<file path="src/common/marmot_cfg.svh">
`ifndef MARMOT_CFG_SVH
`define MARMOT_CFG_SVH

// --------------------------------------------------
// bus and word geometry
// --------------------------------------------------

// width of a wishbone or ram word
`define MARMOT_DATA_W 32

// --------------------------------------------------
// dtim bank layout
// --------------------------------------------------

// number of single-port macro banks
`define MARMOT_BANKS 4
// log2 of the bank count
`define MARMOT_BANK_W 2
// row address bits per bank, 512 words each
`define MARMOT_ROW_W 9

// address bit that selects the ram region when set,
// control register otherwise
`define MARMOT_RAM_SEL_BIT 20

`endif

</file>
<file path="src/common/marmot_pkg.sv">
`include "marmot_cfg.svh"

package marmot_pkg;

    // data word and its byte lanes
    typedef logic [`MARMOT_DATA_W-1:0] word_t;
    typedef logic [`MARMOT_DATA_W/8-1:0] mask_t;

    // dtim addressing
    typedef logic [`MARMOT_ROW_W-1:0] row_t;
    typedef logic [`MARMOT_BANK_W-1:0] bank_idx_t;

    // access being served by the wishbone slave
    typedef enum logic [2:0] {
        OP_NONE,
        OP_REG_RD,
        OP_REG_WR,
        OP_RAM_RD,
        OP_RAM_WR
    } wb_op_e;

endpackage

</file>
<file path="src/dtim/dtim_read_mux.sv">
`timescale 1ns/1ps

`include "marmot_cfg.svh"

module dtim_read_mux (
    input  logic                  clk,
    input  logic                  wb_rst_i,
    input  logic                  rd_req_i,
    input  marmot_pkg::bank_idx_t rd_bank_i,
    input  marmot_pkg::word_t     bank_rdata_i [`MARMOT_BANKS],
    output marmot_pkg::word_t     rdata_o
);

    // bank that was read on the last request
    marmot_pkg::bank_idx_t rd_bank_q;

    always_ff @(posedge clk) begin
        if (wb_rst_i) begin
            rd_bank_q <= '0;
        end else if (rd_req_i) begin
            rd_bank_q <= rd_bank_i;
        end
    end

    // macro outputs are already registered, so select in the ack cycle
    assign rdata_o = bank_rdata_i[rd_bank_q];

endmodule

</file>
<file path="config.mk">
export PLATFORM = sky130hd
export DESIGN_NAME = dtim_read_mux
export DESIGN_NICKNAME = d
export VERILOG_FILES = /design/src/common/marmot_pkg.sv /design/src/dtim/dtim_read_mux.sv
export VERILOG_INCLUDE_DIRS = /design/src /design/src/common
export SDC_FILE = /design/constraint.sdc
export NUM_CORES = 1
export LEC_CHECK = 0
export BUFFER_PORTS_ARGS = -buffer_cell sky130_fd_sc_hd__buf_2
export CAP_MARGIN = 20
export CORE_AREA = 2 2 63 65
export DETAILED_ROUTE_END_ITERATION = 8
export DIE_AREA = 0 0 65 67
export GPL_TIMING_DRIVEN = 0
export PLACE_DENSITY_LB_ADDON = 0.3
export SYNTH_ARGS = -nofsm -noshare
export SYNTH_HDL_FRONTEND = slang
export SYNTH_SLANG_ARGS = --single-unit
</file>
<file path="constraint.sdc">
create_clock -name clk -period 2.8 [get_ports clk]
set_input_delay 0 -clock clk [delete_from_list [all_inputs] [get_ports clk]]
set_output_delay 0 -clock clk [all_outputs]
set_load 0.01 [all_outputs]
</file>
# Word level (Yosys, flattened, before mapping)

Cells that the tools add are included.

Logic and storage cells: 6
Flip-flop bits (word level): 2
Input bits: 133
Output and inout bits: 32

Bitwise logic cells: 1
$lt $le $gt $ge: 1
Mux-type cells: 3

Operators by type and width:

| operator                                                  | number |
|---|---|
| 32-bit binary-select mux with 2-bit select                | 1 |
| 32-bit two-way mux                                        | 2 |
| 3-bit greater-or-equal comparator (second input constant) | 1 |
| 2-bit NOT with 3-bit output                               | 1 |

# Depth between registers and ports, before layout

Depth after elaboration: 4
Depth in mapped cells: 4
Mapped depth without buffers: 2

# Worst setup path after synthesis

No wires, ideal clock.

Path type: reg-to-output
Start point: reg rd_bank_q[0]
End point: out rdata_o[0]
Path slack: 1,685 ps
Path buffers: 2
Arrival: 1,115 ps
Required time: 2,800 ps
Cell stages (with the launch flop): 4
Cell sequence: dfxtp_1 > buf_6 > buf_12 > mux4_2

Longest elaborated chain between the ends: 4

Ends and longest elaborated chain:

| what                                                   | line                | source |
|---|---|---|
| start, declared                                        | dtim_read_mux.sv:15 | `marmot_pkg::bank_idx_t rd_bank_q;` |
| start signal, assigned                                 | dtim_read_mux.sv:21 | `rd_bank_q <= rd_bank_i;` |
| 2-bit NOT with 3-bit output (not written as such)      | dtim_read_mux.sv:26 | `assign rdata_o = bank_rdata_i[rd_bank_q];` |
| 32-bit binary-select mux with 2-bit select             | dtim_read_mux.sv:26 |  |
| 32-bit two-way mux (not written as such) (2 in series) | dtim_read_mux.sv:26 |  |
| end, declared                                          | dtim_read_mux.sv:11 | `output marmot_pkg::word_t rdata_o` |

No other way between the ends. The select of a mux whose other input is x is not followed.

# Final worst setup path

Start point: reg rd_bank_q[1]
End point: out rdata_o[6]

The elaborated chain is that of the path after synthesis.

==> metrics.md <==
| Metric | Value |
|---|---|
| Status | `complete, no violations` |
| RSZ-0062 raised after global routing | `false` |
| Biggest regs | `rd_bank_q x2` |
| Avg Cell Area, Syn | `roughly 19 µm²` |
| Slowest cell on crit path | `mux4_2` |
| Synthesized area | `roughly 900 µm²` |
| Distinct cells, synth | `9` |
| Final net count | `approximately 350` |
| Die X | `around 65 µm` |
| CP required | `2.80 ns` |
| Worst hold slack | `slightly above 0.03 ns` |
| Placed cell area | `~1800 µm²` |
| Family with the most delay on the worst path | `buffers and inverters` |
| CTS tree | `built` |
| H-tree Lvls | `1` |
| Reg2Reg Depth | `4` |
| Adder-cell share of the synthesized area | `0%` |
| Mux cell area share after synthesis | `84.5%` |
| IO buf count | `~160` |
| CP endpoint kind | `primary output` |
| Global route overflow | `0` |
| Post-route cell area | `1820 µm²` |
| Hold Vio Cnt, Final | `0` |
| Reg-to-reg endpoint | `rd_bank_q[1]$_SDFFE_PP0P_` |
| Final setup vio count | `0` |
| Routed WL per cell | `15.7 µm` |
| Pin count of the biggest net entering global routing | `11` |
| Setup_tns | `0 ns` |
| Hold path start | `rd_bank_i[0]` |
| Root Driver | `clkbuf_8` |
| Reg with most FFs | `rd_bank_q` |
| Core area | `between 3000 and 4000 µm²` |
| Io pins | `about 170` |
| Synth Warn # | `0` |
| Rel. slew slack | `just over 80%` |
| Post-Layout Cell Count | `~260` |
| Ant diodes | `0` |
| Largest family of logic cells by synthesized area | `multiplexers` |
| Max FFs per register | `2` |
| Compound-Gate Fraction of Synth Area | `0%` |
| Worst path bufs/invs | `3` |
| Area leader, netlist | `mux4_2` |
| PwrDens | `242 nW/µm²` |
| Placed Cells | `258` |
| Initial antenna violation count | `0` |
| Worst Skew | `0 ns` |
| Post-layout min period | `1.56 ns` |
| Initial DRC Count | `4` |
| Sequential-to-total area share from yosys stat | `~4.5%` |
| #FFs+latches synth | `2` |
| Vias in the first global route | `about 1200` |
| Final Util | `roughly half` |
| Final GP Congestion | `between 0.7 and 0.8` |
| Final Cycle Share | `55.6%` |
| Hold Crit Depth | `3` |
| Clock Tree Buf Depth | `2` |
| CP Launch Type | `register` |
| Die height | `~67 µm` |
| Max Fclk | `around 640 MHz` |
| # clock sinks | `2` |
| DRC | `0` |
| Row cnt | `22` |
| Crit-path cells | `clkbuf_1 -> buf_2 -> mux4_2 -> buf_2` |
| Setup CP Type | `reg2out` |
| Worst slew pin tran | `~0.26 ns` |
| Critical path arrival | `~1.6 ns` |
| Post-Synth XOR/XNOR Area | `0%` |
| Leading post-synthesis cells by cell area | `mux4_2 73%, mux4_1 8.9%, buf_12 6.8%, dfxtp_1 4.5%, mux2i_1 2.3%` |
| Die area | `roughly 4400 µm²` |
| Dpl hpwl | `3.74 mm` |
| Vias per inst | `4.63` |
| Max IR drop VDD | `0.265 mV` |
| RR Startpoint | `rd_bank_q[1]$_SDFFE_PP0P_` |
| Antenna-violating nets left | `0` |
| Area Growth Syn to Fin | `105%` |
| Clk_lat worst skew | `0.21 ns` |
| Static leakage | `roughly 0.94 nW` |
| Worst path most repeated cell | `buf_2` |
| Initial Util | `around 25%` |
| Hold Path Class | `in2reg` |
| Endpoint, Worst Hold | `rd_bank_q[0]$_SDFFE_PP0P_` |
| Simple-gate share of the synthesized area | `0.844%` |
| Total number of vias | `between 1000 and 1500` |
| GRT Util Overall | `between 15 and 20%` |
| Max-Cap Viols | `0` |
| Drt first pass iters | `3` |
| Slew Limit Fails | `0` |
| FF-to-FF setup slack | `~1.7 ns` |
| Clock slew at reported path FFs | `about 0.03 ns` |
| Mapped Nets | `179` |
| Num CTS Buffers | `3` |
| Post-synth top area share | `73.4%` |
| Global-route wire length before repair | `~5.7 mm` |
| Max incr delay on CP | `between 0.3 and 0.4 ns` |
| Cells after Synth | `46` |
| Final WL | `4.11 mm` |
| CP max FO | `10` |
| Fraction of layout cells with a size suffix above 1 | `a little over nine tenths` |
## layout make-up
cell class,count,area [µm²]
fillers,361,1780
repair buffers,165,831
multi-input cells,36,759
plain buffers,8,90.1
well taps,48,60.1
clock buffers,3,41.3
flip-flops and latches,2,40.0
## metal layers
layer	track usage, %	up-vias	wire, µm
met4	4.79	0	12
met1	19.0	577	1330
met2	33.8	68	2360
met3	4.90	2	409
met5	0	-	0
li1	-	567	-
## cells in the mapped netlist, drive strengths merged
| cell type | n |
|---|---|
| buf | 7 |
| clkbuf | 1 |
| dfxtp | 2 |
| mux2i | 2 |
| mux4 | 32 |
| nor2 | 2 |
## per-stage QoR
stage                     total power [W]  worst slack (ns)
after floorplan                  0.000181              1.69
after global placement           0.000322              1.42
after detailed placement         0.000330              1.44
after CTS                        0.000450              1.21
after global routing             0.000471              1.08
final                            0.000440              1.24
## worst max path at each step
stage,startpoint,end,slack (ns),cells past startpoint
3_5_place_dp,rd_bank_q[1]$_SDFFE_PP0P_,rdata_o[6],1.44,4
2_1_floorplan,rd_bank_q[0]$_SDFFE_PP0P_,rdata_o[0],1.69,3
3_3_place_gp,rd_bank_q[1]$_SDFFE_PP0P_,rdata_o[24],1.42,4
6_report,rd_bank_q[1]$_SDFFE_PP0P_,rdata_o[6],1.24,4
4_1_cts,rd_bank_q[1]$_SDFFE_PP0P_,rdata_o[6],1.21,4
5_1_grt,rd_bank_q[1]$_SDFFE_PP0P_,rdata_o[1],1.08,4
## worst register-to-register path, delay by kind of cell, from the launching register on
kind | cells | cell delay [ns]
muxes | 1 | 0.11
and+or+nand+nor | 1 | 0.10
buffers and inverters | 2 | 0.54
DFF | 1 | 0.30
## cells by family after synthesis
kind of cell,after synthesis
muxes,34
DFF,2
buffers and inverters,8
and+or+nand+nor,2
## layout by cell type (no fill, tap or decap), drive strengths merged
cell / n
buf: 171
clkbuf: 4
dfxtp: 2
dlygate4sd3: 1
mux2i: 2
mux4: 32
nor2: 2
## repair_timing
item | 4_1_cts | 5_1_grt
setup endpoints to repair | 0 | 0
hold buffers | 1 | 0
endpoints found under the hold margin | 2 | 0
gates resized for setup | 0 | 0
buffers inserted | 0 | 0
## where the power goes
| group | switching, W | leakage [nW] | internal [W] |
|---|---|---|---|
| registers | 0.000000566 | 0.0165 | 0.0000305 |
| clock network | 0.0000228 | 0.0216 | 0.0000909 |
| logic | 0.000111 | 0.897 | 0.000184 |
Power figures use the tool's default switching activity.
