**src/common/marmot_cfg.svh**
```systemverilog
`ifndef MARMOT_CFG_SVH
`define MARMOT_CFG_SVH

// --------------------------------------------------
// bus and word geometry
// --------------------------------------------------

// width of a wishbone or ram word
`define MARMOT_DATA_W 32

// --------------------------------------------------
// dtim bank layout
// --------------------------------------------------

// number of single-port macro banks
`define MARMOT_BANKS 4
// log2 of the bank count
`define MARMOT_BANK_W 2
// row address bits per bank, 512 words each
`define MARMOT_ROW_W 9

// address bit that selects the ram region when set,
// control register otherwise
`define MARMOT_RAM_SEL_BIT 20

`endif

```
**src/common/marmot_pkg.sv**
```systemverilog
`include "marmot_cfg.svh"

package marmot_pkg;

    // data word and its byte lanes
    typedef logic [`MARMOT_DATA_W-1:0] word_t;
    typedef logic [`MARMOT_DATA_W/8-1:0] mask_t;

    // dtim addressing
    typedef logic [`MARMOT_ROW_W-1:0] row_t;
    typedef logic [`MARMOT_BANK_W-1:0] bank_idx_t;

    // access being served by the wishbone slave
    typedef enum logic [2:0] {
        OP_NONE,
        OP_REG_RD,
        OP_REG_WR,
        OP_RAM_RD,
        OP_RAM_WR
    } wb_op_e;

endpackage

```
**src/verilog/wb_ctrl_slave.sv**
```systemverilog
`timescale 1ns/1ps

`include "marmot_cfg.svh"

module wb_ctrl_slave (
    input  logic                  clk,
    input  logic                  wb_rst_i,
    input  logic                  wbs_stb_i,
    input  logic                  wbs_cyc_i,
    input  logic                  wbs_we_i,
    input  marmot_pkg::mask_t     wbs_sel_i,
    input  marmot_pkg::word_t     wbs_dat_i,
    input  logic [31:0]           wbs_adr_i,
    output logic                  wbs_ack_o,
    output marmot_pkg::word_t     wbs_dat_o,
    output marmot_pkg::word_t     ctrl_o,
    output logic                  ram_req_o,
    output logic                  ram_we_o,
    output marmot_pkg::bank_idx_t ram_bank_o,
    output marmot_pkg::row_t      ram_row_o,
    output marmot_pkg::word_t     ram_wdata_o,
    output marmot_pkg::mask_t     ram_mask_o,
    input  marmot_pkg::word_t     ram_rdata_i
);

    // row sits above the byte offset and bank above the row
    localparam int ROW_LSB  = 2;
    localparam int BANK_LSB = ROW_LSB + `MARMOT_ROW_W;
    localparam int LANES    = `MARMOT_DATA_W / 8;

    logic               wb_req;
    logic               wb_accept;
    logic               ack_q;
    marmot_pkg::wb_op_e op_d;
    marmot_pkg::wb_op_e op_q;
    marmot_pkg::word_t  ctrl_q;

    // --------------------------------------------------
    // request decode
    // --------------------------------------------------

    assign wb_req    = wbs_cyc_i && wbs_stb_i;
    // no new request while ack is out
    assign wb_accept = wb_req && !ack_q;

    always_comb begin
        op_d = marmot_pkg::OP_NONE;
        if (wb_accept) begin
            if (wbs_adr_i[`MARMOT_RAM_SEL_BIT]) begin
                op_d = wbs_we_i ? marmot_pkg::OP_RAM_WR : marmot_pkg::OP_RAM_RD;
            end else begin
                op_d = wbs_we_i ? marmot_pkg::OP_REG_WR : marmot_pkg::OP_REG_RD;
            end
        end
    end

    // --------------------------------------------------
    // logical ram port valid in the accept cycle
    // --------------------------------------------------

    assign ram_req_o   = (op_d == marmot_pkg::OP_RAM_RD) || (op_d == marmot_pkg::OP_RAM_WR);
    assign ram_we_o    = wbs_we_i;
    assign ram_bank_o  = wbs_adr_i[BANK_LSB +: `MARMOT_BANK_W];
    assign ram_row_o   = wbs_adr_i[ROW_LSB +: `MARMOT_ROW_W];
    assign ram_wdata_o = wbs_dat_i;
    assign ram_mask_o  = wbs_sel_i;

    // --------------------------------------------------
    // ack, op tracking and control register
    // --------------------------------------------------

    always_ff @(posedge clk) begin
        if (wb_rst_i) begin
            ack_q  <= 1'b0;
            op_q   <= marmot_pkg::OP_NONE;
            ctrl_q <= '0;
        end else begin
            ack_q <= wb_accept;
            op_q  <= op_d;
            if (op_d == marmot_pkg::OP_REG_WR) begin
                // byte lanes follow sel
                for (int b = 0; b < LANES; b++) begin
                    if (wbs_sel_i[b]) begin
                        ctrl_q[b*8 +: 8] <= wbs_dat_i[b*8 +: 8];
                    end
                end
            end
        end
    end

    assign wbs_ack_o = ack_q;
    assign ctrl_o    = ctrl_q;

    // ram read data arrives from the mux in the ack cycle
    assign wbs_dat_o = (op_q == marmot_pkg::OP_RAM_RD) ? ram_rdata_i : ctrl_q;

    // region and direction of a request decide the op
    req_known_a: assert property (
        @(posedge clk) disable iff (wb_rst_i)
        wb_req |-> !$isunknown({wbs_we_i, wbs_adr_i[`MARMOT_RAM_SEL_BIT]})
    ) else $error("wishbone request with unknown region or direction");

endmodule

```
**config.mk**
```make
export PLATFORM = sky130hd
export DESIGN_NAME = wb_ctrl_slave
export DESIGN_NICKNAME = d
export VERILOG_FILES = /design/src/common/marmot_pkg.sv /design/src/verilog/wb_ctrl_slave.sv
export VERILOG_INCLUDE_DIRS = /design/src /design/src/common
export SDC_FILE = /design/constraint.sdc
export NUM_CORES = 1
export LEC_CHECK = 0
export BUFFER_PORTS_ARGS = -buffer_cell sky130_fd_sc_hd__buf_4
export CAP_MARGIN = 30
export CORE_UTILIZATION = 35
export DETAILED_ROUTE_END_ITERATION = 10
export GPL_ROUTABILITY_DRIVEN = 0
export MAX_ROUTING_LAYER = met4
export PLACE_DENSITY = 0.82
export SETUP_SLACK_MARGIN = 0.1
export SYNTH_ARGS = -nofsm -noshare
export SYNTH_HDL_FRONTEND = slang
export SYNTH_SLANG_ARGS = --single-unit
```
**constraint.sdc**
```tcl
create_clock -name clk -period 1.7 [get_ports clk]
set_input_delay 0.425 -clock clk [delete_from_list [all_inputs] [get_ports clk]]
set_output_delay 0.425 -clock clk [all_outputs]
set_load 0.01 [all_outputs]
```
**Yosys cells after proc, flatten, opt, wreduce, memory -nomap -nowiden**

Cells that the tools add are included.
Widths: inputs -> output; s select.

- Register bits: 36
- Bits of input ports: 105
- Output and inout bits: 114
- Word-level logic and storage cells: 23

- Eq/ne operators: 4
- Multiplexer cells: 5
- Reduce and logical (&&, ||, !) cells: 8

Operator list:

| kind | number |
|---|---|
| $mux 32 | 1 |
| $eq 3x2->1 const B | 3 |
| $mux 3 | 3 |
| $reduce_and 2->1 | 4 |
| $eq 3x3->1 const B | 1 |
| $logic_and 1x1->1 | 2 |
| $mux 2 | 1 |
| $logic_not 1->1 | 1 |
| $logic_or 1x1->1 | 1 |

**Logic depth before layout (Yosys ltp)**

Gate-level depths: netlist of run 1.

- Depth after elaboration: 5
- Gate-level depth with buffers: 5
- Gate-level depth less buffers: 4

**Worst setup path after synthesis of run 1**

Ideal clock, no wire load.

- Path type: in2out
- From: in wbs_we_i
- To: out ram_req_o
- Arrival time: 1.252 ns
- Required time: 1.275 ns
- Setup slack: 0.023 ns
- Stages: 5
- Path buffers: 1
- Cells stage by stage: ha_1 > nand2b_4 > buf_6 > o21a_1 > nor2_1

- Cells in the longest elaborated chain, start to end: 5
- Elaborated cells on any way between the ends: 7
- Those cells by class: 2 x eq/ne; 4 x mux; 1 x reduce/logical

RTL lines:

| what | line | RTL |
|---|---|---|
| start: declaration | wb_ctrl_slave.sv:10 | `input logic wbs_we_i,` |
| $mux 2 or $mux 3 (tied branches) | wb_ctrl_slave.sv:52, wb_ctrl_slave.sv:50 |  |
| $mux 3 (*) | wb_ctrl_slave.sv:49 | `` if (wbs_adr_i[`MARMOT_RAM_SEL_BIT]) begin `` |
| $mux 3 (*) | wb_ctrl_slave.sv:48 | `if (wb_accept) begin` |
| $eq 3x2->1 or $eq 3x3->1 (tied branches) | wb_ctrl_slave.sv:61 | `assign ram_req_o = (op_d == marmot_pkg::OP_RAM_RD) \|\| (op_d == marmot_pkg::OP_RAM_WR);` |
| $logic_or 1x1->1 (*) | wb_ctrl_slave.sv:61 |  |
| end: declaration | wb_ctrl_slave.sv:17 | `output logic ram_req_o,` |

Mark *: on every way between the ends. The rest lies on a longest branch, timed or not.

**Worst setup path after layout of run 1**

- From: reg op_q[2]
- To: out wbs_dat_o[3]

- Cells in the longest elaborated chain, start to end: 2

RTL lines:

| what | line | RTL |
|---|---|---|
| start: declaration | wb_ctrl_slave.sv:35 | `marmot_pkg::wb_op_e op_q;` |
| start signal: assignment | wb_ctrl_slave.sv:75 | `op_q <= marmot_pkg::OP_NONE;` |
| start signal: assignment | wb_ctrl_slave.sv:79 | `op_q <= op_d;` |
| $eq 3x2->1 | wb_ctrl_slave.sv:95 | `assign wbs_dat_o = (op_q == marmot_pkg::OP_RAM_RD) ? ram_rdata_i : ctrl_q;` |
| $mux 32 | wb_ctrl_slave.sv:95 |  |
| end: declaration | wb_ctrl_slave.sv:15 | `output marmot_pkg::word_t wbs_dat_o,` |

Every way passes these cells.

==> impl_metrics.csv, run 1 <==
group,metric,value,unit
status,status,"finished with violations",
status,failed_checks,"DRC, setup timing",
sta,fin_crit,1880,ps
synthesis,yosys.cell_types.count,20,
worst_setup_path,crit_path_end_kind,"output port",
synthesis,synth.area.top_cells,"dfxtp_1, buf_4, mux2_2",
placement,place_area,3570,sq um
grt,grt_pass1_wl,9660,microns
floorplan,core.rowCount,29,
floorplan,start_util,37.1,%
layout,fin_util,56.5,%
grt,grt_usage,17.3,%
sta,clock.fmax,0.533,GHz
grt,grt_max_degree,37,
clock_tree,clock-root-buffer,"clkbuf_8",
floorplan,core,6490,sq um
synthesis,yosysWarnings,0,
worst_setup_path,critical_path.startpoint_type,"flop",
layout,nets,481,
floorplan,io_pins,219,
flow_run,drv_cap,0,
synthesis,ys_top_cells_by_count,"nand2b_1, buf_4, dfxtp_1",
placement,dp_hpwl,4910,microns
synthesis,synth_area,2410,sq um
routing,drc,15,
clock_tree,cts_max_path_buffers,2,
worst_setup_path,critical-path-max-stage-delay,360,ps
sta,drv_slew,0,
floorplan,chipHeight,85.0,microns
grt,overflow,0,
sta,fin_skew,2.75,ps
routing,drt-total-wl,6150,microns
routing,drtIter0Drc,46,
worst_setup_path,path_cells,"nand3b_1, buf_12, mux2_2, buf_4",
sta,rsz0062_at_grt,"true",
synthesis,ys.flop_type,"dfxtp_1",
layout,fillers,564,
grt,antenna_found_initial,0,
placement,io_buffer_count,176,
worst_hold_path,hold_path.class,"primary input to flop",
routing,vias,2099,
routing,ant_nets,0,
layout,fin_area,3670,sq um
synthesis,synthMostInstantiatedCell,"nand2b_1",
sta,period_share,110,%
sta,worst_pin_slew,262,ps
synthesis,mappedNetlistNets,348,
layout,final_cell_count_no_fill,452,
synthesis,synth_largest_area_cell,"dfxtp_1",
worst_setup_path,required,1270,ps
sta,timing.final.ws_setup,-177,ps
synthesis,synth-seq-area-share,29.9,%
power,p_leak,1.76,nW
worst_setup_path,worst_path_max_delay_cell,"mux2_2",
layout,multiInputGateArea,1280,sq um
layout,register_area,721,sq um
synthesis,async_reset_ff_share,0,%
synthesis,synth_cells,242,
grt,grt_pass1_vias,2123,
clock_tree,cts_sinks,36,
routing,routed_via_density,4.64,
worst_setup_path,crit_fanout,24,
sta,relSlewSlack,82.5,%
layout,area_growth,52.4,%
clock_tree,post_cts_buffers,0,
synthesis,avgSynthCellArea,9.95,sq um
clock_tree,path_clk_slew,70,ps
layout,drive_above_1_share,62.1,%
clock_tree,cts_buffers,5,
layout,antennaDiodeCount,0,
placement,post-place-ws,-23.9,ps
synthesis,synth_top_area_share,29.9,%
floorplan,die_x,85.0,microns
sta,hold_viol_final,0,
worst_setup_path,path_class,"flop to output port",
synthesis,synth_seq_cells,36,
power,power.density,525,nW/um^2
clock_tree,cts-htree-levels,2,
clock_tree,clock_latency,280,ps
synthesis,synth_edf_count,0,
floorplan,die_area,7220,sq um
clock_tree,cts_tree,"done",
worst_setup_path,critPathArrivalTime,1450,ps
power,vdd_drop_max,0.227,mV
placement,dp.cells,445,
sta,setup_viol,32,
routing,detail_route.wl_per_cell,13.6,microns
routing,firstDrtPassIters,9,
==> placed cells by master, fill, tap and decap left out <==
cell        n
and2_1      1
and2_2      1
buf_12      6
buf_4     177
buf_6       2
clkbuf_8    7
dfxtp_1    36
ha_4        1
mux2_2     32
mux2i_1    32
nand2_1     4
nand2b_1   53
nand2b_4    1
nand3b_1    2
nand3b_4    1
nor2_1      1
nor2_2      1
nor3_1      1
nor3_4      4
o21a_1      1
or2b_1     11
==> logic make-up (layout without fill, tap and decap cells) <==
family / after synthesis / in the layout / synth area share (%)
buffers and inverters: 59 / 192 / 17.4
and+or+nand+nor: 81 / 81 / 23.6
AOI/OAI and AO/OA: 1 / 1 / 0.312
muxes: 64 / 64 / 28.3
adders and majority gates: 1 / 1 / 0.519
DFF: 36 / 36 / 29.9
==> metal layers <==
layer / track usage (%) / share of wire (%) / wire length [microns]
met3: 3.89 / 7.7 / 475
met2: 33.8 / 56 / 3450
met4: 5.39 / 1.0 / 62
met1: 16.7 / 35 / 2160
met5: - / 0 / 0
==> final timing paths <==
path | startpoint | to | slack [ps] | depth (start not counted)
min reg2reg | ctrl_o[25]$_SDFFE_PP0P_ | ctrl_o[25]$_SDFFE_PP0P_ | 490 | 2
max | op_q[2]$_SDFF_PP0_ | wbs_dat_o[3] | -180 | 4
min | wbs_dat_i[2] | ctrl_o[2]$_SDFFE_PP0P_ | 420 | 3
max reg2reg | wbs_ack_o$_SDFF_PP0_ | ctrl_o[28]$_SDFFE_PP0P_ | 420 | 4
==> registers in the layout, summed over array words and instances, names as in the netlist <==
| name | flops |
|---|---|
| ctrl_o | 32 |
| op_q | 3 |
| wbs_ack_o | 1 |
==> per-stage QoR <==
stage	TNS [ps]	power [mW]	hold WS [ps]
3_5_place_dp	-57.2	1.30	478
4_1_cts	-5850	1.96	408
3_3_place_gp	0	1.29	470
2_1_floorplan	0	1.12	501
6_report	-5210	1.93	420
5_1_grt	-7050	2.03	419
==> worst max-delay path, delay by kind of cell (launching register included) <==
kind	cells	cell delay [ps]
buffers and inverters	2	340
muxes	1	360
and+or+nand+nor	1	160
DFF	1	300
==> final cells by class <==
class / count / area share (%)
flip-flops and latches: 36 / 19.6
multi-input cells: 147 / 35.0
clock buffers: 7 / 2.63
well taps: 77 / 2.63
repair buffers: 185 / 40.1
==> where the power goes <==
part | switching [mW] | total, mW | internal, mW
Sequential | 0.00773 | 0.862 | 0.854
Combinational | 0.162 | 0.420 | 0.258
Clock | 0.284 | 0.645 | 0.361
Total | 0.454 | 1.93 | 1.47
==> what timing repair did <==
item,in CTS,in global routing
endpoints found under the hold margin,0,0
hold buffers,0,0
pin swaps,2,0
endpoints found under the setup margin,33,33
gates resized for setup,2,0
(Power assumes the default switching activity.)
==> run 2: changes to the inputs <==
- ABC_CLOCK_PERIOD_IN_PS: not set -> 1700
- CELL_PAD_IN_SITES_DETAIL_PLACEMENT: not set -> 2
- CELL_PAD_IN_SITES_GLOBAL_PLACEMENT: not set -> 2
- CORE_ASPECT_RATIO: not set -> 1.2
- CORE_MARGIN: not set -> 5
- CORE_UTILIZATION: 35 -> 19
- PLACE_DENSITY: 0.82 -> 0.86
==> run 2 against run 1 <==
Net effect: the flow finishes with violations (setup timing); clock power up 44%; sequential cell count unchanged; via count up 4.6%; sequential share of layout area down 2.3 points; power up 16%; critical path type unchanged.
==> impl_metrics.csv, run 2 (synthesis results as in run 1) <==
group,metric,value,unit
flow_run,drv_cap,0,
clock_tree,cts-htree-levels,2,
worst_setup_path,critical_path.startpoint_type,"flop",
clock_tree,cts_buffers,5,
sta,clock.fmax,0.519,GHz
worst_setup_path,crit_fanout,6,
clock_tree,cts_sinks,36,
clock_tree,clock_latency,280,ps
layout,nets,486,
clock_tree,cts_tree,"done",
power,combPwrFrac,20.0,%
sta,fin_crit,1930,ps
grt,grt_usage,11.1,%
sta,period_share,113,%
worst_setup_path,path_class,"flop to output port",
floorplan,core.rowCount,45,
clock_tree,clock-root-buffer,"clkbuf_16",
routing,vias,2196,
status,failed_checks,"setup timing",
clock_tree,path_clk_slew,60,ps
status,status,"finished with violations",
clock_tree,cts_hold_buf,0,
floorplan,die_area,15000,sq um
floorplan,core,12600,sq um
grt,grt_max_degree,67,
worst_setup_path,crit_path_end_kind,"output port",
layout,final_common_cell,"buf_4",
sta,rsz0062_at_grt,"true",
routing,detail_route.wl_per_cell,17.0,microns
power,seqPwrFrac,38.5,%
layout,antennaDiodeCount,0,
layout,drive_above_1_share,62.5,%
clock_tree,cts_max_path_buffers,2,
layout,fin_util,33.2,%
routing,drtIter0Drc,46,
floorplan,start_util,19.2,%
power,vdd_drop_max,0.366,mV
placement,dp_hpwl,6920,microns
layout,largest_register_ff_count,32,
sta,drv_slew,0,
power,power.density,539,nW/um^2
routing,drt-total-wl,9260,microns
worst_hold_path,hold_path.class,"primary input to flop",
power,p_leak,1.97,nW
layout,area_growth,72.9,%
routing,drc,0,
grt,grt_pass1_wl,13200,microns
power,internal_power,1.71,mW
layout,layout_common_cells,"buf_4, nand2b_1, dfxtp_1",
floorplan,io_pins,219,
sta,setup_viol,32,
sta,worst_pin_slew,478,ps
routing,firstDrtPassIters,4,
floorplan,die_x,113,microns
grt,grt_pass1_vias,2527,
sta,fin_skew,4.08,ps
power,total_power,2.24,mW
floorplan,chipHeight,133,microns
placement,io_buffer_count,176,
routing,ant_nets,0,
power,p_sw,532,uW
sta,timing.final.ws_setup,-228,ps
worst_setup_path,critPathArrivalTime,1500,ps
grt,antenna_found_initial,0,
routing,routed_via_density,4.03,
power,clkPwrFrac,41.5,%
power,switching_share,23.7,%
sta,relSlewSlack,68.1,%
sta,hold_viol_final,0,
grt,overflow,0,
layout,final_cell_count_no_fill,545,
worst_setup_path,required,1270,ps
placement,dp.cells,531,
-- run 2: cell types whose count changed in the layout (fill, tap and decap cells not counted) --
cell,change
buf_4,-32
buf_6,+32
mux2_2,-32
mux2_4,+32
clkbuf_16,+7
clkbuf_8,-6
buf_8,+3
clkbuf_1,+2
dfxtp_1,-1
dfxtp_2,+1
-- run 2: final timing paths --
kind                                from                     end  slack, ps  cells past startpoint
setup reg to reg    wbs_ack_o$_SDFF_PP0_  ctrl_o[6]$_SDFFE_PP0P_        380                      4
hold reg to reg   ctrl_o[8]$_SDFFE_PP0P_  ctrl_o[8]$_SDFFE_PP0P_        490                      2
hold / removal              wbs_dat_i[2]  ctrl_o[2]$_SDFFE_PP0P_        430                      3
setup / recovery      op_q[2]$_SDFF_PP0_            wbs_dat_o[3]       -230                      5
-- run 2: routing by layer --
layer | part of all wire, % | global-route usage (%) | vias up
li1 | - | - | 1024
met1 | 36 | 11.4 | 1047
met2 | 56 | 21.0 | 117
met3 | 7.4 | 3.00 | 8
met4 | 0.75 | 2.61 | 0
met5 | 0 | - | -
-- run 2: power groups by stage --
stage	registers [mW]	clock network (mW)	logic, mW
2_1_floorplan	0.883	0	0.241
3_3_place_gp	0.881	0	0.418
3_5_place_dp	0.882	0	0.434
4_1_cts	0.863	0.980	0.441
5_1_grt	0.865	1.01	0.487
6_report	0.863	0.931	0.450
-- run 2: area by class of cell --
type                    count  area [sq um]
clock buffers               8           146
fillers                  1363          8390
multi-input cells         147          1410
flip-flops and latches     36           722
well taps                 164           205
repair buffers            190          1690
-- run 2: repair_timing --
item,CTS,global route
gates resized for setup,4,73
setup endpoints to repair,33,35
pin swaps,3,1
cloned,0,4
setup buffers,1,1
-- run 2: worst max-delay path, cell delays in order, from the launching register on --
cell and delay [ps]:
dfxtp_2 300, nand3b_1 150, buf_6 170, clkbuf_16 170
mux2_4 300, buf_6 120
-- run 2: metrics by stage --
step,hold WS [ps],setup slack (ps),cell area (sq um),TNS [ps]
after floorplan,501,97.4,2420,0
final,426,-228,4170,-6710
after detailed placement,480,-78.1,3650,-700
after global routing,424,-282,4170,-8330
after CTS,420,-234,3820,-7000
after global placement,476,-27.4,3650,-206
